$ cat src/source/aes_consts.svh
`ifndef AES_CONSTS_SVH
`define AES_CONSTS_SVH

// width of one data block and of one round key
`define AES_BLOCK_W 128

// aes-256 key schedule depth and round count
`define AES_NUM_ROUND_KEYS 15
`define AES_NUM_ROUNDS 14
`define AES_KEY_ADDR_W 4

// command queue entries
`define AES_FIFO_DEPTH 8

`endif

$ cat src/source/aes_pkg.sv
`include "aes_consts.svh"

package aes_pkg;

    // one data block or one round key
    typedef logic [`AES_BLOCK_W-1:0] block_t;

    // opcode sent along with every host strobe
    typedef enum logic [1:0]
    {
        mode_encrypt  = 2'd0,
        mode_key_high = 2'd1,
        mode_key_low  = 2'd2
    } mode_t;

    // one queue entry
    typedef struct packed
    {
        mode_t  mode;
        block_t data;
    } command_t;

    // write port of the round-key store
    typedef struct packed
    {
        logic                       enable;
        logic [`AES_KEY_ADDR_W-1:0] addr;
        block_t                     round_key;
    } key_write_t;

    // multiply by x, reduced by x^8 + x^4 + x^3 + x + 1
    function automatic logic [7:0] xtime(input logic [7:0] a);
        return {a[6:0], 1'b0} ^ (a[7] ? 8'h1b : 8'h00);
    endfunction

    function automatic logic [7:0] gf_mul(input logic [7:0] a, input logic [7:0] b);
        logic [7:0] acc;
        logic [7:0] sh;
        acc = 8'h00;
        sh = a;
        for (int i = 0; i < 8; i++)
        begin
            if (b[i])
                acc ^= sh;
            sh = xtime(sh);
        end
        return acc;
    endfunction

    // forward s-box, field inverse then affine map
    function automatic logic [7:0] sbox(input logic [7:0] x);
        logic [7:0] p;
        logic [7:0] inv;
        p = x;
        inv = 8'h01;
        // x^254 = x^2 * x^4 * ... * x^128, zero stays zero
        for (int i = 1; i < 8; i++)
        begin
            p = gf_mul(p, p);
            inv = gf_mul(inv, p);
        end
        return inv ^ {inv[6:0], inv[7]} ^ {inv[5:0], inv[7:6]}
            ^ {inv[4:0], inv[7:5]} ^ {inv[3:0], inv[7:4]} ^ 8'h63;
    endfunction

    function automatic logic [31:0] sub_word(input logic [31:0] w);
        return {sbox(w[31:24]), sbox(w[23:16]), sbox(w[15:8]), sbox(w[7:0])};
    endfunction

    // sub bytes, shift rows, mix columns; last round skips mix columns
    function automatic block_t round_transform(input block_t s, input logic last);
        logic [7:0] sb [16];
        logic [7:0] sr [16];
        logic [7:0] a [4];
        logic [7:0] all;
        block_t r;
        // byte i sits at row i%4, column i/4
        for (int i = 0; i < 16; i++)
            sb[i] = sbox(s[`AES_BLOCK_W-1-8*i -: 8]);
        // row n rotates left by n columns
        for (int c = 0; c < 4; c++)
            for (int row = 0; row < 4; row++)
                sr[row+4*c] = sb[row+4*((c+row)%4)];
        for (int c = 0; c < 4; c++)
        begin
            for (int row = 0; row < 4; row++)
                a[row] = sr[row+4*c];
            all = a[0] ^ a[1] ^ a[2] ^ a[3];
            // 2a ^ 3b ^ c ^ d written as a ^ all ^ 2(a ^ b)
            for (int row = 0; row < 4; row++)
                r[`AES_BLOCK_W-1-8*(row+4*c) -: 8] = last ? a[row]
                    : a[row] ^ all ^ xtime(a[row] ^ a[(row+1)%4]);
        end
        return r;
    endfunction

endpackage

$ cat src/source/aes_dispatch.sv
`timescale 1ns/1ps

module aes_dispatch
(
    input  logic                  clk,
    input  logic                  resetn,
    input  aes_pkg::command_t     head,
    input  logic                  not_empty,
    output logic                  pop,
    output logic                  expand_start,
    output aes_pkg::block_t [1:0] cipher_key,
    input  logic                  expand_done,
    output logic                  cipher_start,
    output aes_pkg::block_t       plaintext,
    input  logic                  cipher_busy
);
    import aes_pkg::*;

    typedef enum logic
    {
        st_idle,
        st_key_wait
    } dispatch_state_t;

    dispatch_state_t state;
    block_t          key_high;
    logic            key_ready;

    // head is only examined while idle
    // nothing leaves the queue while a block is in the cipher
    always_comb
    begin
        pop = 1'b0;
        expand_start = 1'b0;
        cipher_start = 1'b0;
        if (state == st_idle && not_empty && !cipher_busy)
        begin
            case (head.mode)
                mode_key_high:
                    pop = 1'b1;
                mode_key_low:
                begin
                    pop = 1'b1;
                    expand_start = 1'b1;
                end
                mode_encrypt:
                begin
                    // held at the head until a full key is stored
                    pop = key_ready;
                    cipher_start = key_ready;
                end
                default:
                    // unknown opcode, drop it
                    pop = 1'b1;
            endcase
        end
    end

    // index 1 is the high half, round keys 0..1 are high then low
    assign cipher_key = {key_high, head.data};
    assign plaintext = head.data;

    always_ff @(posedge clk or negedge resetn)
    begin
        if (!resetn)
        begin
            state <= st_idle;
            key_ready <= 1'b0;
        end
        else
        begin
            case (state)
                st_idle:
                    if (expand_start)
                        state <= st_key_wait;
                st_key_wait:
                    if (expand_done)
                        state <= st_idle;
                default:
                    state <= st_idle;
            endcase
            if (expand_done)
                key_ready <= 1'b1;
            else if (expand_start || (pop && head.mode == mode_key_high))
                key_ready <= 1'b0;
        end
    end

    always_ff @(posedge clk)
    begin
        if (pop && head.mode == mode_key_high)
            key_high <= head.data;
    end

    // cipher takes the block on the edge after its start
    start_taken: assert property (@(posedge clk) disable iff (!resetn)
        cipher_start |=> cipher_busy);

    // expansion only ends one that was started from here
    done_in_key_wait: assert property (@(posedge clk) disable iff (!resetn)
        expand_done |-> state == st_key_wait);

endmodule

$ cat config.mk
export PLATFORM = sky130hd
export DESIGN_NAME = aes_dispatch
export DESIGN_NICKNAME = d
export VERILOG_FILES = /design/src/source/aes_pkg.sv /design/src/source/aes_dispatch.sv
export VERILOG_INCLUDE_DIRS = /design/src /design/src/source
export SDC_FILE = /design/constraint.sdc
export NUM_CORES = 1
export LEC_CHECK = 0
export BUFFER_PORTS_ARGS = -buffer_cell sky130_fd_sc_hd__buf_2
export CORE_AREA = 2 2 204 206
export DETAILED_ROUTE_END_ITERATION = 6
export DIE_AREA = 0 0 206 208
export PLACE_DENSITY = 0.47
export SYNTH_ARGS = -nofsm -noshare
export SYNTH_HDL_FRONTEND = slang
export SYNTH_SLANG_ARGS = --single-unit
$ cat constraint.sdc
create_clock -name clk -period 15.2 [get_ports clk]
set_input_delay 3.04 -clock clk [delete_from_list [all_inputs] [get_ports clk]]
set_output_delay 3.04 -clock clk [all_outputs]
set_load 0.02 [all_outputs]
==> impl_results.md <==
* Unique cell type count in the Yosys netlist at 14
* Drt drc at 0
* Leading cell types in the layout, fill and taps excluded: sky130_fd_sc_hd__buf_2 (521), sky130_fd_sc_hd__edfxtp_1 (128), sky130_fd_sc_hd__clkbuf_16 (17)
* Area delta synth->final at 33.9%
* Setup CP Type: in -> out
* Setup repair after global routing missed its margin: no
* Overflow left after global routing at 0
* Die area at 0.0428 sq mm
* Post-Synthesis Net Count at 534
* Leak pwr at 0.00358 uW
* Detail-routed net length per standard cell at 13.4 microns
* Signal arrival time at the worst endpoint at 4.01 ns
* Tightest Hold Check Type: reg -> reg
* Worst path max stage delay at 0.42 ns
* Shortest period the worst path allows at 7.05 ns
* Power density of the placed cells at 123 mW/mm^2
* Vias per cell at 3.07
* Syn Std Cell Area at 0.00591 sq mm
* Total via count after detailed routing at 3,778
* Worst-path maximum fanout at 5
* Most Frequent Cell on Critical Path: sky130_fd_sc_hd__buf_2
* Antenna violations before repair at 1
* Worst rel slew slack at 0.446
* Area inside the core boundary at 0.0406 sq mm
* Source of the worst register-to-register timing path: state
* Number of nets in the layout at 820
* Average footprint of a synthesized cell at 14.8 sq um
* Setup TNS at 0 ns
* Level count of the clock H-tree at 4
* Critical path capture point: cipher_start
* Number of buffers on the longest clock path at 2
* Reg2Reg Capture Point: key_high[50]
* Crit path buffers/inverters at 2
* Synth Warn # at 0
* Run status: finished clean
* Depth of the worst register-to-register path at 3
* Most common library cell in the layout ignoring fill and taps: sky130_fd_sc_hd__buf_2
* Kind of cell adding the most delay to the critical path: simple AND/OR/NAND/NOR gates
* Initial core utilization at 0.146
* Final antenna-violating net count at 0
* Final Hold Fails at 0
* Required time worst endpoint at 12.16 ns
* Highest Clock Rate at 142 MHz
* GRT Util Overall at 0.0718
* Clock Root Buffer: sky130_fd_sc_hd__clkbuf_16
* Setup slack of the most critical reg-to-reg path at 12.77 ns
* Transition time at the pin with the least slew margin at 0.831 ns
* Clock-pin transition on the worst setup and hold timing paths at 0.06 ns
* Max Cap Viol at 0
* Post-synthesis instance total at 399
* Overall routed net length at 16,500 microns
* Standard cell with the maximum stage delay on the critical path: sky130_fd_sc_hd__or3b_4
* Count of filler cells inserted in the layout at 4,441
* Buffers inserted during post-CTS setup optimization at 0
* Width of the chip at 206 microns
* Largest net degree at the start of global routing at 64
* Endpoint type of the worst setup path: output port
* Number of placement rows at 74
* Cell count along the critical path at 4
* Post-Place Cell Area at 0.00728 sq mm
* Number of DRC markers in iteration 0 at 103
* Number of global-route vias before repair at 3,323
* Post-route standard cell area excluding fillers at 0.00792 sq mm
* Final HPWL from detailed placement at 13,300 microns
* Count of state elements after synthesis at 130
* Quantity of gates resized following cts at 0
* Period utilization at 0.464
* Fraction of final layout cells sized beyond drive strength 1 at 0.799
* I/O Buffers at 521
* Max IR drop VDD at 71.4 uV
* Launching element type of the critical path: input pin
* Total clock sinks at 130
* Worst setup skew after layout at 0.00853 ns
* Total I/O pin count at 522
* First-pass iteration count of the detailed router at 4
* Max-slew violations at 0
* Endpoints failing setup at 0
* Clk_lat worst skew at 0.43 ns
* Timing startpoint of the critical path: cipher_busy
* Global-route wire length before repair at 21,300 microns
* Die Ht at 208 microns
* Number of buffers inserted during clock tree synthesis at 17
* Count of hold buffers inserted by post-cts repair at 0
* Placer Congestion at 0.802
* Cell breakdown of the critical path: buf_2, or3b_4, nor4b_4, buf_2
* Sequential share of the synthesized area at 0.658
* Clock tree from TritonCTS: done
[power by group]
part | switching (uW) | internal [uW]
registers | 1.72 | 402
clock network | 166 | 276
logic | 88.8 | 41.0
[state kept, by name, indices dropped and copies added (netlist names)]
signal and cells:
key_ready 1, state 1, key_high 128
[worst min path at each step]
stage                    from        end  cells after the start
detailed placement      state      state                      2
global placement        state      state                      2
CTS                     state      state                      2
finish                  state      state                      2
floorplan           key_ready  key_ready                      2
global route            state      state                      2
[logic make-up after synthesis]
family                 synth area share
AND/OR/NAND/NOR                  0.0125
buffers and inverters             0.326
AO/OA/AOI/OAI                   0.00190
XOR/XNOR                        0.00148
flip-flops                        0.658
[through the flow]
step / hold slack, ns / util / cells / total power [uW] / worst slack [ns]
2_1_floorplan: 0.515 / - / 399 / 524 / 1.65
5_1_grt: 0.616 / 0.195 / 1230 / 1020 / 8.11
6_report: 0.604 / 0.195 / 1230 / 975 / 8.15
3_3_place_gp: 0.578 / 0.180 / 1198 / 542 / 8.15
4_1_cts: 0.577 / 0.195 / 1229 / 998 / 8.16
3_5_place_dp: 0.569 / 0.180 / 1198 / 542 / 8.16
[synth_stat cells]
master	n	area, sq um
sky130_fd_sc_hd__dfrtp_1	2	50.1
sky130_fd_sc_hd__buf_4	256	1920
sky130_fd_sc_hd__nand2b_1	1	6.26
sky130_fd_sc_hd__or3b_4	1	11.3
sky130_fd_sc_hd__xor2_1	1	8.76
sky130_fd_sc_hd__nor2_1	3	11.3
sky130_fd_sc_hd__nor3_1	1	5.00
sky130_fd_sc_hd__inv_1	1	3.75
sky130_fd_sc_hd__edfxtp_1	128	3840
sky130_fd_sc_hd__nor4b_4	1	23.8
sky130_fd_sc_hd__a21oi_1	1	5.00
sky130_fd_sc_hd__nor3b_1	1	7.51
sky130_fd_sc_hd__nor4b_1	1	8.76
sky130_fd_sc_hd__o22ai_1	1	6.26
[area by class of cell]
cell class	instances	area, sq um	share of cell area
clock inverter	14	204	0.0258
sequential	130	3890	0.492
inverter	1	3.75	0.000474
multi-input combinational	12	98.8	0.0125
antenna	1	2.50	0.000316
timing repair buffer	523	2620	0.331
tap	532	666	0.0841
clock buffer	17	425	0.0537
[per-layer routing]
| metal | share of wire | GRT usage |
|---|---|---|
| met1 | 0.36 | 0.0715 |
| met2 | 0.52 | 0.125 |
| met3 | 0.11 | 0.0307 |
| met5 | 0 | 0 |
| met4 | 0.019 | 0.0379 |
[worst reg2reg max path, delay by kind of cell (launching register included)]
family	cells	cell delay, ns
buffers and inverters	1	0.67
flip-flops	1	0.40
AND/OR/NAND/NOR	2	0.87
(Power assumes the default switching activity.)
