**src/source/aes_consts.svh**
```systemverilog
`ifndef AES_CONSTS_SVH
`define AES_CONSTS_SVH

// width of one data block and of one round key
`define AES_BLOCK_W 128

// aes-256 key schedule depth and round count
`define AES_NUM_ROUND_KEYS 15
`define AES_NUM_ROUNDS 14
`define AES_KEY_ADDR_W 4

// command queue entries
`define AES_FIFO_DEPTH 8

`endif

```
**src/source/aes_pkg.sv**
```systemverilog
`include "aes_consts.svh"

package aes_pkg;

    // one data block or one round key
    typedef logic [`AES_BLOCK_W-1:0] block_t;

    // opcode sent along with every host strobe
    typedef enum logic [1:0]
    {
        mode_encrypt  = 2'd0,
        mode_key_high = 2'd1,
        mode_key_low  = 2'd2
    } mode_t;

    // one queue entry
    typedef struct packed
    {
        mode_t  mode;
        block_t data;
    } command_t;

    // write port of the round-key store
    typedef struct packed
    {
        logic                       enable;
        logic [`AES_KEY_ADDR_W-1:0] addr;
        block_t                     round_key;
    } key_write_t;

    // multiply by x, reduced by x^8 + x^4 + x^3 + x + 1
    function automatic logic [7:0] xtime(input logic [7:0] a);
        return {a[6:0], 1'b0} ^ (a[7] ? 8'h1b : 8'h00);
    endfunction

    function automatic logic [7:0] gf_mul(input logic [7:0] a, input logic [7:0] b);
        logic [7:0] acc;
        logic [7:0] sh;
        acc = 8'h00;
        sh = a;
        for (int i = 0; i < 8; i++)
        begin
            if (b[i])
                acc ^= sh;
            sh = xtime(sh);
        end
        return acc;
    endfunction

    // forward s-box, field inverse then affine map
    function automatic logic [7:0] sbox(input logic [7:0] x);
        logic [7:0] p;
        logic [7:0] inv;
        p = x;
        inv = 8'h01;
        // x^254 = x^2 * x^4 * ... * x^128, zero stays zero
        for (int i = 1; i < 8; i++)
        begin
            p = gf_mul(p, p);
            inv = gf_mul(inv, p);
        end
        return inv ^ {inv[6:0], inv[7]} ^ {inv[5:0], inv[7:6]}
            ^ {inv[4:0], inv[7:5]} ^ {inv[3:0], inv[7:4]} ^ 8'h63;
    endfunction

    function automatic logic [31:0] sub_word(input logic [31:0] w);
        return {sbox(w[31:24]), sbox(w[23:16]), sbox(w[15:8]), sbox(w[7:0])};
    endfunction

    // sub bytes, shift rows, mix columns; last round skips mix columns
    function automatic block_t round_transform(input block_t s, input logic last);
        logic [7:0] sb [16];
        logic [7:0] sr [16];
        logic [7:0] a [4];
        logic [7:0] all;
        block_t r;
        // byte i sits at row i%4, column i/4
        for (int i = 0; i < 16; i++)
            sb[i] = sbox(s[`AES_BLOCK_W-1-8*i -: 8]);
        // row n rotates left by n columns
        for (int c = 0; c < 4; c++)
            for (int row = 0; row < 4; row++)
                sr[row+4*c] = sb[row+4*((c+row)%4)];
        for (int c = 0; c < 4; c++)
        begin
            for (int row = 0; row < 4; row++)
                a[row] = sr[row+4*c];
            all = a[0] ^ a[1] ^ a[2] ^ a[3];
            // 2a ^ 3b ^ c ^ d written as a ^ all ^ 2(a ^ b)
            for (int row = 0; row < 4; row++)
                r[`AES_BLOCK_W-1-8*(row+4*c) -: 8] = last ? a[row]
                    : a[row] ^ all ^ xtime(a[row] ^ a[(row+1)%4]);
        end
        return r;
    endfunction

endpackage

```
**src/source/aes_round_key_store.sv**
```systemverilog
`timescale 1ns/1ps
`include "aes_consts.svh"

module aes_round_key_store
(
    input  logic                       clk,
    input  aes_pkg::key_write_t        key_write,
    input  logic [`AES_KEY_ADDR_W-1:0] key_addr,
    output aes_pkg::block_t            round_key
);
    import aes_pkg::*;

    block_t mem [`AES_NUM_ROUND_KEYS];

    always_ff @(posedge clk)
    begin
        if (key_write.enable)
            mem[key_write.addr] <= key_write.round_key;
    end

    // read data one cycle after the address
    always_ff @(posedge clk)
    begin
        round_key <= mem[key_addr];
    end

    // schedule writes only keys 0..14
    write_in_range: assert property (@(posedge clk)
        key_write.enable |-> key_write.addr < `AES_NUM_ROUND_KEYS);

endmodule

```
**config.mk**
```make
export PLATFORM = sky130hd
export DESIGN_NAME = aes_round_key_store
export DESIGN_NICKNAME = d
export VERILOG_FILES = /design/src/source/aes_pkg.sv /design/src/source/aes_round_key_store.sv
export VERILOG_INCLUDE_DIRS = /design/src /design/src/source
export SDC_FILE = /design/constraint.sdc
export NUM_CORES = 2
export LEC_CHECK = 0
export BUFFER_PORTS_ARGS = -buffer_cell sky130_fd_sc_hd__buf_2
export CAP_MARGIN = 10
export CORE_MARGIN = 5
export CORE_UTILIZATION = 53
export CTS_CLUSTER_SIZE = 10
export DETAILED_ROUTE_END_ITERATION = 7
export PLACE_DENSITY = 0.71
export SLEW_MARGIN = 20
export SYNTH_ARGS = -nofsm -noshare
export SYNTH_HDL_FRONTEND = slang
export SYNTH_SLANG_ARGS = --single-unit
```
**constraint.sdc**
```tcl
create_clock -name clk -period 9.81 [get_ports clk]
set_input_delay 0.4905 -clock clk [delete_from_list [all_inputs] [get_ports clk]]
set_output_delay 0.4905 -clock clk [all_outputs]
set_load 0.1 [all_outputs]
```
==> run_results.csv <==
group,metric,value,unit
placed_design,placement.setup.worst_slack,5840,ps
cts,max-clock-path-buffers,3,
cts,cts.reportedPaths.clkPinSlew,60,ps
sta,report.final.setup_viol,0,
min_path,min_from,"key_write[106]",
cts,cts_tree,"yes",
cts,clk_latency,840,ps
sta,clock.fmax,320,MHz
min_path,hold-path-endpoint,"mem[14][106]$_DFFE_PP_",
synthesis,synthesis.area_per_instance,20.5,um2
sta,max_slew_margin,0.226,
min_path,timing.hold.worst.class,"input pin to flop",
die,fp.dieW,388,um
synthesis,synth_top_family_by_area,"multiplexers",
detailed_routing,routed_wirelength,173000,um
cts,htree_num_levels,4,
detailed_routing,drc,0,
die,die_height,388,um
synthesis,yosys.area_share.xor_xnor,0,
synthesis,yosys_warnings,0,
layout,synthToLayoutAreaGrowth,14.7,%
synthesis,synth-seq-area-share,0.796,
detailed_routing,antenna_violation_net_count_after_detailed_routing,0,
outcome,status,"finished clean",
synthesis,postSynthCellCount,3682,
sta,finalMaxSlewViolations,0,
layout,multi_input_area,0.0144,mm2
detailed_routing,detail_route.vias_per_cell,6.02,
placed_design,place.port_buffers,265,
layout,layout.cells.most_common_list,"sky130_fd_sc_hd__edfxtp_1 (1920), sky130_fd_sc_hd__mux2i_1 (360), sky130_fd_sc_hd__mux4_2 (268), sky130_fd_sc_hd__buf_2 (262), sky130_fd_sc_hd__clkbuf_16 (226)",
synthesis,yosys.cell_types.count,31,
setup_path,rr_worst_depth,3,
sta,timing.clock.skew,23.7,ps
detailed_routing,dr_total_vias,37600,
die,die-area,0.150,mm2
setup_path,critical_path.max_fanout,44,
global_routing,grt_first_pass_wirelength,256000,um
detailed_routing,first_pass_iters,6,
sta,period_needed,3120,ps
setup_path,r2r_end,"round_key[72]$_DFF_P_",
sta,fin_tns_setup,0,ps
setup_path,setup.reg_to_reg.worst_slack,8260,ps
sta,rsz0062_at_grt,"no",
layout,area.sequential,0.0602,mm2
synthesis,synth_compound_gate_area_share,0.0415,
layout,fraction_of_layout_instances_using_a_drive_strength_above_1,0.200,
die,initial_core_util,0.534,
synthesis,muxShareOfSynthArea,0.127,
layout,layoutNonFillerInstCount,6244,
global_routing,largest_net_degree_at_the_start_of_global_routing,116,
detailed_routing,drt-wirelength-per-cell,27.8,um
global_routing,grt_remaining_overflow,0,
die,num_io_pins,266,
synthesis,syn-num-nets,3820,
setup_path,rr_startpoint,"mem[7][72]$_DFFE_PP_",
layout,fin_nets,4294,
layout,mostFrequentLayoutCell,"sky130_fd_sc_hd__edfxtp_1",
placed_design,dp.cells,5698,
sta,worst_slack,6690,ps
global_routing,number_of_global_route_vias_before_repair,38600,
detailed_routing,initialDrtViolationCount,3771,
sta,finalCritPeriodShare,0.318,
die,fp-row-count,138,
synthesis,netlist_area,0.0757,mm2
global_routing,track_usage,0.231,
flow_run,drv.max_cap_violation_count,0,
synthesis,synth_simple_gate_area_frac,0.0192,
setup_path,criticalPathCategory,"input pin to flop",
layout,fill_cell_count,9825,
sta,max_slew.worst_pin.slew,1160,ps
cts,post-cts-setup-buffers,0,
setup_path,worst-endpoint-required,10250,ps
cts,cts-buffers-inserted,224,
cts,cts_sinks,2048,
die,core_area,0.142,mm2
global_routing,number_of_antenna_violations_at_the_first_check_in_global_routing,24,
placed_design,routabilityCongestion,0.715,
synthesis,synth-seq-cells,2048,
power_and_ir_drop,pwr_density_cell,216,mW/mm2
setup_path,crit_path_end_kind,"flop",
power_and_ir_drop,total_leakage_power,0.0287,uW
power_and_ir_drop,worst_voltage_drop_across_the_vdd_grid,0.158,mV
min_path,min_delay_path_depth,1,
placed_design,dpl.hpwl,84400,um
setup_path,cp.arrival,3560,ps
sta,final_hold_viol_count,0,
setup_path,worst_setup_path_start_kind,"input pin",
cts,root_buffer,"sky130_fd_sc_hd__clkbuf_16",
synthesis,synth_adder_area_share,0,
-- kinds of logic (layout without fill, tap and decap cells) --
kind of cell    count (synthesis)  after routing
flops                        2048           2048
other cells                     0             12
mux                           628            628
compound gates                500            500
buf+inv                       210            870
simple gates                  296            296
-- area by class of cell --
class,count,share of cell area
inverter,3,0.000216
clock inverter,15,0.00291
tap,1890,0.0272
multi-input combinational,1424,0.166
timing repair buffer,455,0.0372
sequential,2048,0.694
clock buffer,397,0.0727
antenna,12,0.000346
-- through the flow --
step                power, uW  instance area [um2]  hold WS (ps)  utilization
finish                  18800                86800          63.2        0.612
global route            19400                86800          25.6        0.612
CTS                     18900                86800          1.20        0.612
detailed placement      11400                79000           551        0.557
global placement        11300                79000           537        0.557
floorplan               11000                75700           520            -
-- worst max-delay path, stage by stage --
cell and delay, ps:
sky130_fd_sc_hd__buf_2 110, sky130_fd_sc_hd__or3b_2 600, sky130_fd_sc_hd__nor2_4 770, sky130_fd_sc_hd__buf_4 710
sky130_fd_sc_hd__buf_4 800
-- layer usage --
metal	up-vias	global-route usage	share of wire
li1	16100	-	-
met2	1585	0.362	0.48
met4	12	0.0578	0.020
met5	-	0	0.00047
met1	19600	0.336	0.42
met3	261	0.0485	0.083
-- repair_timing --
| item | in CTS | in global routing |
|---|---|---|
| hold endpoints to repair | 1816 | 0 |
| gates resized for setup | 0 | 0 |
| hold buffers | 122 | 0 |
-- worst max-delay path by stage --
stage / from / slack, ps / to / cells past startpoint
after floorplan: key_write[130] / 2850 / mem[1][0]$_DFFE_PP_ / 2
after global placement: key_write[130] / 5910 / mem[1][87]$_DFFE_PP_ / 5
after detailed placement: key_write[130] / 5840 / mem[1][87]$_DFFE_PP_ / 5
after CTS: key_write[130] / 6730 / mem[1][126]$_DFFE_PP_ / 5
after global routing: key_addr[0] / 6610 / round_key[32]$_DFF_P_ / 6
final: key_write[130] / 6690 / mem[1][111]$_DFFE_PP_ / 5
-- state kept, by name, summed over array words and instances (netlist names) --
| signal | flops |
|---|---|
| round_key | 128 |
| mem | 1920 |
-- synth_stat cells --
cell type	count	area share
sky130_fd_sc_hd__edfxtp_1	1920	0.76
sky130_fd_sc_hd__mux2i_1	360	0.048
sky130_fd_sc_hd__mux4_2	268	0.080
sky130_fd_sc_hd__nand2_1	130	0.0064
sky130_fd_sc_hd__a22oi_1	128	0.013
sky130_fd_sc_hd__dfxtp_1	128	0.034
sky130_fd_sc_hd__nand2b_1	122	0.010
sky130_fd_sc_hd__a31oi_1	116	0.0096
sky130_fd_sc_hd__o22ai_1	116	0.0096
sky130_fd_sc_hd__o21ai_1	103	0.0068
sky130_fd_sc_hd__clkbuf_1	69	0.0034
sky130_fd_sc_hd__buf_2	55	0.0036
sky130_fd_sc_hd__buf_4	50	0.0050
sky130_fd_sc_hd__nor2_1	31	0.0015
sky130_fd_sc_hd__buf_6	22	0.0033
sky130_fd_sc_hd__o21ai_0	13	0.00086
sky130_fd_sc_hd__a21oi_1	12	0.00079
sky130_fd_sc_hd__o211ai_1	12	0.0012
sky130_fd_sc_hd__buf_1	11	0.00055
sky130_fd_sc_hd__nor3_1	4	0.00026
sky130_fd_sc_hd__nand3b_1	2	0.00020
sky130_fd_sc_hd__and2b_1	1	0.000099
sky130_fd_sc_hd__clkinv_1	1	0.000050
sky130_fd_sc_hd__inv_1	1	0.000050
sky130_fd_sc_hd__inv_2	1	0.000050
sky130_fd_sc_hd__nand3_1	1	0.000066
sky130_fd_sc_hd__nor2_2	1	0.000083
sky130_fd_sc_hd__nor2b_1	1	0.000083
sky130_fd_sc_hd__or2_1	1	0.000083
sky130_fd_sc_hd__or2_2	1	0.000083
sky130_fd_sc_hd__or3b_2	1	0.00012
-- report_power, final --
| part | internal (uW) | total, uW | switching [uW] |
|---|---|---|---|
| Sequential | 9780 | 9870 | 82.9 |
| Combinational | 358 | 1350 | 995 |
| Clock | 4320 | 7550 | 3230 |
(Power assumes the default switching activity.)
