## config.mk

```make
export PLATFORM = sky130hd
export DESIGN_NAME = aes_command_fifo
export DESIGN_NICKNAME = d
export VERILOG_FILES = /design/src/source/aes_pkg.sv /design/src/source/aes_command_fifo.sv
export VERILOG_INCLUDE_DIRS = /design/src /design/src/source
export SDC_FILE = /design/constraint.sdc
export NUM_CORES = 1
export LEC_CHECK = 0
export ABC_AREA = 1
export BUFFER_PORTS_ARGS = -buffer_cell sky130_fd_sc_hd__buf_4
export CORE_ASPECT_RATIO = 1.2
export CORE_MARGIN = 2
export CORE_UTILIZATION = 40
export CTS_CLUSTER_DIAMETER = 30
export DETAILED_ROUTE_END_ITERATION = 16
export SLEW_MARGIN = 20
export SYNTH_ARGS = -nofsm -noshare
export SYNTH_HDL_FRONTEND = slang
export SYNTH_SLANG_ARGS = --single-unit
export TNS_END_PERCENT = 50
```

## constraint.sdc

```tcl
create_clock -name clk -period 18.4 [get_ports clk]
set_input_delay 0.92 -clock clk [delete_from_list [all_inputs] [get_ports clk]]
set_output_delay 0.92 -clock clk [all_outputs]
set_load 0.01 [all_outputs]
```

## src/source/aes_consts.svh

```systemverilog
`ifndef AES_CONSTS_SVH
`define AES_CONSTS_SVH

// width of one data block and of one round key
`define AES_BLOCK_W 128

// aes-256 key schedule depth and round count
`define AES_NUM_ROUND_KEYS 15
`define AES_NUM_ROUNDS 14
`define AES_KEY_ADDR_W 4

// command queue entries
`define AES_FIFO_DEPTH 8

`endif

```

## src/source/aes_pkg.sv

```systemverilog
`include "aes_consts.svh"

package aes_pkg;

    // one data block or one round key
    typedef logic [`AES_BLOCK_W-1:0] block_t;

    // opcode sent along with every host strobe
    typedef enum logic [1:0]
    {
        mode_encrypt  = 2'd0,
        mode_key_high = 2'd1,
        mode_key_low  = 2'd2
    } mode_t;

    // one queue entry
    typedef struct packed
    {
        mode_t  mode;
        block_t data;
    } command_t;

    // write port of the round-key store
    typedef struct packed
    {
        logic                       enable;
        logic [`AES_KEY_ADDR_W-1:0] addr;
        block_t                     round_key;
    } key_write_t;

    // multiply by x, reduced by x^8 + x^4 + x^3 + x + 1
    function automatic logic [7:0] xtime(input logic [7:0] a);
        return {a[6:0], 1'b0} ^ (a[7] ? 8'h1b : 8'h00);
    endfunction

    function automatic logic [7:0] gf_mul(input logic [7:0] a, input logic [7:0] b);
        logic [7:0] acc;
        logic [7:0] sh;
        acc = 8'h00;
        sh = a;
        for (int i = 0; i < 8; i++)
        begin
            if (b[i])
                acc ^= sh;
            sh = xtime(sh);
        end
        return acc;
    endfunction

    // forward s-box, field inverse then affine map
    function automatic logic [7:0] sbox(input logic [7:0] x);
        logic [7:0] p;
        logic [7:0] inv;
        p = x;
        inv = 8'h01;
        // x^254 = x^2 * x^4 * ... * x^128, zero stays zero
        for (int i = 1; i < 8; i++)
        begin
            p = gf_mul(p, p);
            inv = gf_mul(inv, p);
        end
        return inv ^ {inv[6:0], inv[7]} ^ {inv[5:0], inv[7:6]}
            ^ {inv[4:0], inv[7:5]} ^ {inv[3:0], inv[7:4]} ^ 8'h63;
    endfunction

    function automatic logic [31:0] sub_word(input logic [31:0] w);
        return {sbox(w[31:24]), sbox(w[23:16]), sbox(w[15:8]), sbox(w[7:0])};
    endfunction

    // sub bytes, shift rows, mix columns; last round skips mix columns
    function automatic block_t round_transform(input block_t s, input logic last);
        logic [7:0] sb [16];
        logic [7:0] sr [16];
        logic [7:0] a [4];
        logic [7:0] all;
        block_t r;
        // byte i sits at row i%4, column i/4
        for (int i = 0; i < 16; i++)
            sb[i] = sbox(s[`AES_BLOCK_W-1-8*i -: 8]);
        // row n rotates left by n columns
        for (int c = 0; c < 4; c++)
            for (int row = 0; row < 4; row++)
                sr[row+4*c] = sb[row+4*((c+row)%4)];
        for (int c = 0; c < 4; c++)
        begin
            for (int row = 0; row < 4; row++)
                a[row] = sr[row+4*c];
            all = a[0] ^ a[1] ^ a[2] ^ a[3];
            // 2a ^ 3b ^ c ^ d written as a ^ all ^ 2(a ^ b)
            for (int row = 0; row < 4; row++)
                r[`AES_BLOCK_W-1-8*(row+4*c) -: 8] = last ? a[row]
                    : a[row] ^ all ^ xtime(a[row] ^ a[(row+1)%4]);
        end
        return r;
    endfunction

endpackage

```

## src/source/aes_command_fifo.sv

```systemverilog
`timescale 1ns/1ps
`include "aes_consts.svh"

module aes_command_fifo
(
    input  logic              clk,
    input  logic              resetn,
    input  logic              in_valid,
    input  aes_pkg::command_t in_command,
    input  logic              pop,
    output aes_pkg::command_t head,
    output logic              not_empty
);
    import aes_pkg::*;

    localparam int PTR_W = $clog2(`AES_FIFO_DEPTH);

    command_t         mem [`AES_FIFO_DEPTH];
    logic [PTR_W-1:0] wr_ptr;
    logic [PTR_W-1:0] rd_ptr;
    logic [PTR_W:0]   count;
    logic             push;

    // no back-pressure, a strobe at full count is lost
    assign push = in_valid && (count != `AES_FIFO_DEPTH);

    always_ff @(posedge clk or negedge resetn)
    begin
        if (!resetn)
        begin
            wr_ptr <= '0;
            rd_ptr <= '0;
            count <= '0;
        end
        else
        begin
            // pointers wrap on their own, depth is a power of two
            if (push)
                wr_ptr <= wr_ptr + 1'b1;
            if (pop)
                rd_ptr <= rd_ptr + 1'b1;
            if (push && !pop)
                count <= count + 1'b1;
            else if (pop && !push)
                count <= count - 1'b1;
        end
    end

    always_ff @(posedge clk)
    begin
        if (push)
            mem[wr_ptr] <= in_command;
    end

    // head entry shown straight from the array
    assign head = mem[rd_ptr];
    assign not_empty = (count != '0);

    // dispatch must only pop a present entry
    pop_needs_entry: assert property (@(posedge clk) disable iff (!resetn)
        pop |-> not_empty);

endmodule

```

==> out/metrics.cfg, run 1 <==
[synthesis]
seq_area_frac_synth = 0.6973
synth_common_cells = nand2_1 (1,717), nor2_1 (1,044), edfxtp_1 (1,040)
synth_area_leaders = edfxtp_1 (69%), nand2_1 (14%), nor2_1 (8.7%), inv_1 (4.4%), buf_2 (1.4%)
syn_avg_cell_area_um2 = 9.879
synth.largest_area_cell = edfxtp_1
yosys_warnings = 0
async_reset_ff_frac = 0.009524
synth_cell_types = 19
netlist.area_leader.share = 0.6918
yosysMostFrequentCell = nand2_1
synth_edf_count = 1040
syn_inst = 4570
ys.flop_type = edfxtp_1
synth_nets = 4710
ys_ff_latch = 1050
synthesis.area_um2 = 45150

[timing]
min_period_over_period = 0.3755
hold_ws_ns = 0.3408
relSlewSlack = 0.2449
setup_viol = 0
hold_viol = 0
slew_violations = 0
finalSetupTns_ns = 0
rsz0062_at_grt = false
setup_ws_ns = 11.49
tightest_slew_ns = 1.133
clock_skew_ns = 0.03578
fmax_mhz = 144.7
finalCriticalPeriod_ns = 6.910

[critical_path]
cp-start-kind = register
worstReg2RegStart = count[0]$_DFFE_PN0P_
ff2ff_path_depth = 8
crit_family = buffers and inverters
cp_cell_sequence = buf_4 -> buf_4 -> buf_12 -> buf_16 -> buf_4 -> nor2_1 -> nor2_1 -> nand2_1 -> nand2_1 -> nand2_1 -> nand2_1 -> buf_4
r2r_slack_ns = 14.65
crit_cells = 12
cp.required_ns = 17.48
cp-end-kind = output port
crit_arrival_ns = 5.99
worst-path-buf-inv = 6
crit_path_max_fanout = 184
crit_type = register to output port
critPathMaxStageDelay_ns = 0.88
cp_slowest_cell = buf_4
reg2reg_to = mem[6][70]$_DFFE_PP_
endpoint = head[61]
startpoint = rd_ptr[0]$_DFFE_PN0P_

[floorplanning]
start_util = 0.4013
die_w_um = 310.7
fp.coreArea_um2 = 112500
num_io_pins = 265
dieHeight_um = 372.0
dieArea_um2 = 115600
core.rowCount = 135

[global_routing]
grtUsageTotal = 0.1783
grt_pass1_wl_um = 158700
grt_max_degree = 261
overflow = 0
antenna_found_initial = 10
grt_pass1_vias = 28148

[clocking]
post_cts_resized = 0
cts_tree = built
postCtsSetupBuffers = 0
clk_pin_slew_ns = 0.05
clk_latency_ns = 0.78
cts_root_buf = clkbuf_16
h-tree-depth = 4
clockBufferDepth = 3
clock-sinks = 1050
postCtsHoldBufs = 1
cts_buffers = 191

[placement]
port_buffers = 264
placed_area_um2 = 48330
gp_congestion = 0.7365
place_hpwl_um = 52310
place_ws_ns = 12.44

[drt]
drt_first_iter_violations = 1977
dr.pass1.iters = 6
wirelength_um = 102900
routed-via-count = 29363
vias_per_cell = 4.492
drc_errors = 0
wl_per_cell_um = 15.73
ant_nets = 0

[finish]
final_area_um2 = 54820
n_fill_cell = 10063
area_growth_pct = 21.42
fin_nets = 5005
drive_above_1_share = 0.1239
area.sequential_um2 = 31490
multi_input_area_um2 = 10610

[worst_hold_path]
hold_path_class = input pin to register
holdPathStages = 2

[power]
switching_share = 0.3511
power.density_nw_per_um2 = 175.6
power_frac_seq = 0.323
p_comb_frac = 0.320
p_total_mw = 9.624
p_int_mw = 6.245
p_switching_mw = 3.379
clkPwrFrac = 0.357
p_leak_nw = 23.69
ir_drop_mv = 0.1873

[run]
cap_viol_max_count = 0

[outcome]
outcome = complete, no violations

how the worst min path moves through the flow:
stage	from	endpoint	slack, ns
finish	pop	rd_ptr[0]$_DFFE_PN0P_	0.34
floorplan	count[2]$_DFFE_PN0P_	count[2]$_DFFE_PN0P_	0.48
global route	pop	rd_ptr[0]$_DFFE_PN0P_	0.30
CTS	pop	rd_ptr[0]$_DFFE_PN0P_	0.27
detailed placement	wr_ptr[0]$_DFFE_PN0P_	wr_ptr[0]$_DFFE_PN0P_	0.51
global placement	count[2]$_DFFE_PN0P_	count[2]$_DFFE_PN0P_	0.50
cells in the final DEF, fill, tap and decap left out, types with 5 or more instances in the layout:
master      count
clkbuf_16     191
nor2_1       1040
inv_1         531
buf_12          5
ha_1            5
nand2_1      1717
bufinv_16      23
clkinv_1       34
edfxtp_1     1040
clkinv_8        6
clkinv_2       30
inv_6          17
clkinvlp_4     20
clkinv_4       15
clkbuf_1       15
dfrtp_1         7
buf_4         297
worst reg2reg max path: stages, from the launching register on:
cell     delay [ns]
dfrtp_1        0.44
nor2_1         0.08
nand3_1        0.07
nand2_1        0.22
inv_1          0.17
nand2_1        0.26
nor2_4         0.61
buf_4          0.58
buf_4          0.83
cell type report:
type | count | share of cell area
antenna | 3 | 0.0001370
tap | 1507 | 0.03440
multi-input combinational | 2785 | 0.1935
sequential | 1050 | 0.5745
clock inverter | 149 | 0.02933
clock buffer | 206 | 0.08822
inverter | 533 | 0.03673
timing repair buffer | 304 | 0.04319
state kept, by name, summed over array words and instances, names as in the netlist:
| signal | flops |
|---|---|
| mem | 1040 |
| rd_ptr | 3 |
| wr_ptr | 3 |
| count | 4 |
power groups by stage:
stage / Combinational [mW] / Sequential [mW] / Clock [mW]
2_1_floorplan: 2.08 / 3.17 / 0
3_3_place_gp: 3.10 / 3.15 / 0
3_5_place_dp: 3.13 / 3.16 / 0
4_1_cts: 3.14 / 3.11 / 3.50
5_1_grt: 3.50 / 3.14 / 3.61
6_report: 3.08 / 3.11 / 3.43
per-stage QoR:
stage,instances,util
6_report,6537,0.4873
5_1_grt,6537,0.4873
4_1_cts,6533,0.4870
3_5_place_dp,6177,0.4296
3_3_place_gp,6177,0.4296
2_1_floorplan,4570,-
layer usage:
| layer | vias up | track usage | share of wire |
|---|---|---|---|
| li1 | 14844 | - | - |
| met1 | 13643 | 0.2263 | 0.44 |
| met2 | 652 | 0.2996 | 0.48 |
| met3 | 210 | 0.04045 | 0.054 |
| met4 | 14 | 0.06512 | 0.024 |
| met5 | - | 0 | 0.00096 |
logic make-up after synthesis:
group | synth area share
AO/OA/AOI/OAI | 0.0004435
buffers and inverters | 0.06887
flip-flops | 0.6973
XOR/XNOR | 0.0009702
adder cells (fa/ha/maj) | 0.001829
AND/OR/NAND/NOR | 0.2306
No activity file was read; power rests on OpenSTA's default activity.
==> run 2: changes to the inputs <==
- clock period: 18.4 -> 7.2 ns (I/O delays scaled with it)
==> run 2 against run 1 <==
Net effect:
- worst hold slack got worse by 0.22 ns
- clock-buffer cell count increased by 1
- die area unchanged
- non-clock buffer count increased by 128
- total power increased to 2.5 times the previous value
- clock skew decreased by 0.013 ns
- worst setup slack got worse by 8.4 ns
- combinational power increased to 2.6 times the previous value
- sequential power increased to 2.6 times the previous value
==> out/metrics.cfg, run 2 (same netlist as run 1, synthesis figures left out) <==
[critical_path]
crit_type = register to output port  ; unchanged
cp_cell_sequence = buf_12 -> buf_4 -> nor2_1 -> nand2_1 -> nand2_1 -> nand2_1 -> nand2_1 -> buf_4  ; was buf_4 -> buf_4 -> buf_12 -> buf_16 -> buf_4 -> nor2_1 -> nor2_1 -> nand2_1 -> nand2_1 -> nand2_1 -> nand2_1 -> buf_4
cp.required_ns = 6.84  ; was 17.48 ns
cp-start-kind = register  ; unchanged
cp_slowest_cell = buf_4  ; unchanged
worst-path-buf-inv = 3  ; was 6
crit_arrival_ns = 3.79  ; was 5.99 ns
cp_common_cell = nand2_1
cp-end-kind = output port  ; unchanged
critPathMaxStageDelay_ns = 0.93  ; was 0.88 ns
crit_family = buffers and inverters  ; unchanged
r2r_slack_ns = 4.02  ; was 14.65 ns
crit_path_max_fanout = 153  ; was 184

[placement]
gp_congestion = 0.7491  ; was 0.7365
port_buffers = 264  ; unchanged
place_hpwl_um = 51020  ; was 52,310 um

[drt]
wirelength_um = 103300  ; was 102,900 um
vias_per_cell = 4.493  ; was 4.492
drc_errors = 0  ; unchanged
ant_nets = 0  ; unchanged
drt_first_iter_violations = 2040  ; was 1,977
dr.pass1.iters = 5  ; was 6
routed-via-count = 29909  ; was 29,363
wl_per_cell_um = 15.51  ; was 15.73 um

[global_routing]
grtUsageTotal = 0.1790  ; was 0.1783
antenna_found_initial = 8  ; was 10
overflow = 0  ; unchanged
grt_pass1_wl_um = 160200  ; was 158,700 um
grt_pass1_vias = 28663  ; was 28,148
grt_max_degree = 236  ; was 261

[timing]
setup_viol = 0  ; unchanged
clock_skew_ns = 0.02256  ; was 0.03578 ns
slew_violations = 0  ; unchanged
min_period_over_period = 0.5766
relSlewSlack = 0.2599  ; was 0.2449
hold_ws_ns = 0.1187  ; was 0.3408 ns
fmax_mhz = 240.9
tightest_slew_ns = 1.110  ; was 1.133 ns
rsz0062_at_grt = false  ; unchanged
hold_viol = 0  ; unchanged
finalCriticalPeriod_ns = 4.152

[finish]
final_common_cell = nand2_1  ; unchanged
top_register = mem  ; unchanged
multi_input_area_um2 = 10610  ; unchanged
n_fill_cell = 9991  ; was 10,063
utilization = 0.4980  ; was 0.4873
drive_above_1_share = 0.1207  ; was 0.1239
reg.largest.list = mem x1040, count x4  ; unchanged
largest_register_ffs = 1040  ; unchanged
area.sequential_um2 = 31490  ; unchanged
area_growth_pct = 24.10  ; was 21.42%
final_cell_mix = nand2_1 (1,717), nor2_1 (1,040), edfxtp_1 (1,040)  ; unchanged
fin_nets = 5127  ; was 5,005

[clocking]
clockBufferDepth = 3  ; unchanged
cts_buffers = 185  ; was 191
clk_pin_slew_ns = 0.05  ; about the same
cts_root_buf = clkbuf_16  ; unchanged
post_cts_resized = 0  ; unchanged
h-tree-depth = 4  ; unchanged
clk_latency_ns = 0.77  ; was 0.78 ns
cts_tree = built  ; unchanged
clock-sinks = 1050  ; unchanged

[worst_hold_path]
hold_path_class = input pin to register  ; unchanged

[floorplanning]
die_w_um = 310.7  ; unchanged
core.rowCount = 135  ; unchanged
dieArea_um2 = 115600  ; unchanged
dieHeight_um = 372.0  ; unchanged
num_io_pins = 265  ; unchanged
start_util = 0.4013  ; unchanged
fp.coreArea_um2 = 112500  ; unchanged

[outcome]
outcome = complete, no violations  ; unchanged

[power]
p_leak_nw = 24.18  ; was 23.69 nW
ir_drop_mv = 0.3130  ; was 0.1873 mV
power.density_nw_per_um2 = 437.8  ; was 175.6 nW/um2

[run]
cap_viol_max_count = 0  ; unchanged

==> run 2: changes by cell type in the layout (fill, tap and decap cells not counted), moves of 3 or more <==
cell	before	now
buf_12	5	13
buf_4	297	286
clkinv_1	34	21
clkinv_2	30	42
clkinv_8	6	3
dlygate4sd3_1	1	133
inv_16	3	0
inv_6	17	11
==> run 2: final timing paths <==
kind	startpoint	end	cells past startpoint
min in group asynchronous	resetn	count[3]$_DFFE_PN0P_	3
worst max-delay path	rd_ptr[1]$_DFFE_PN0P_	head[58]	8
max in group asynchronous	resetn	rd_ptr[0]$_DFFE_PN0P_	3
worst min register to register	wr_ptr[0]$_DFFE_PN0P_	wr_ptr[0]$_DFFE_PN0P_	2
worst min-delay path	in_valid	wr_ptr[0]$_DFFE_PN0P_	4
worst max register to register	count[0]$_DFFE_PN0P_	mem[2][61]$_DFFE_PP_	8
==> run 2: layer usage <==
layer  up-vias  track usage  share of wire
li1      15096            -              -
met1     13959       0.2245           0.44
met2       682       0.3065           0.49
met3       166      0.03767          0.054
met4         6      0.06475          0.022
met5         -            0        0.00040
==> run 2: final cells by class <==
cell class,count,area share
Timing Repair Buffer,432,0.06673
Clock inverter,139,0.02611
Inverter,533,0.03593
Antenna cell,4,0.0001787
Tap cell,1507,0.03365
Multi-Input combinational cell,2785,0.1893
Sequential cell,1050,0.5621
Clock buffer,207,0.08600
==> run 2: where the power goes <==
part / internal, mW / leakage, nW / switching (mW)
Sequential: 7.65 / 9.56 / 0.290
Clock: 5.67 / 3.04 / 2.96
Combinational: 2.67 / 11.6 / 5.29
Total: 16.0 / 24.2 / 8.54
==> run 2: worst reg2reg max path: stages (launching register included) <==
cell and delay [ns]:
dfrtp_1 0.42, nor2_1 0.08, nand3_1 0.07, nand2_1 0.22, inv_1 0.18, nand2_1 0.25
nor2_4 0.19, buf_12 0.51, buf_4 0.85
==> run 2: repair_timing <==
| item | CTS | global route |
|---|---|---|
| hold buffers | 133 | 0 |
| setup buffers | 0 | 0 |
| endpoints found under the hold margin | 1053 | 0 |
==> run 2: stage by stage <==
step                      setup slack (ns)  setup TNS, ns  std cells  area [um2]  power (mW)
after CTS                            2.891              0       6653       56020       24.86
after global routing                 2.732              0       6657       56030       26.14
after global placement               3.792              0       6174       48400       15.97
final                                3.048              0       6657       56030       24.53
after floorplan                     -3.053       -1587.22       4570       45150       13.43
after detailed placement             3.755              0       6174       48400       16.07
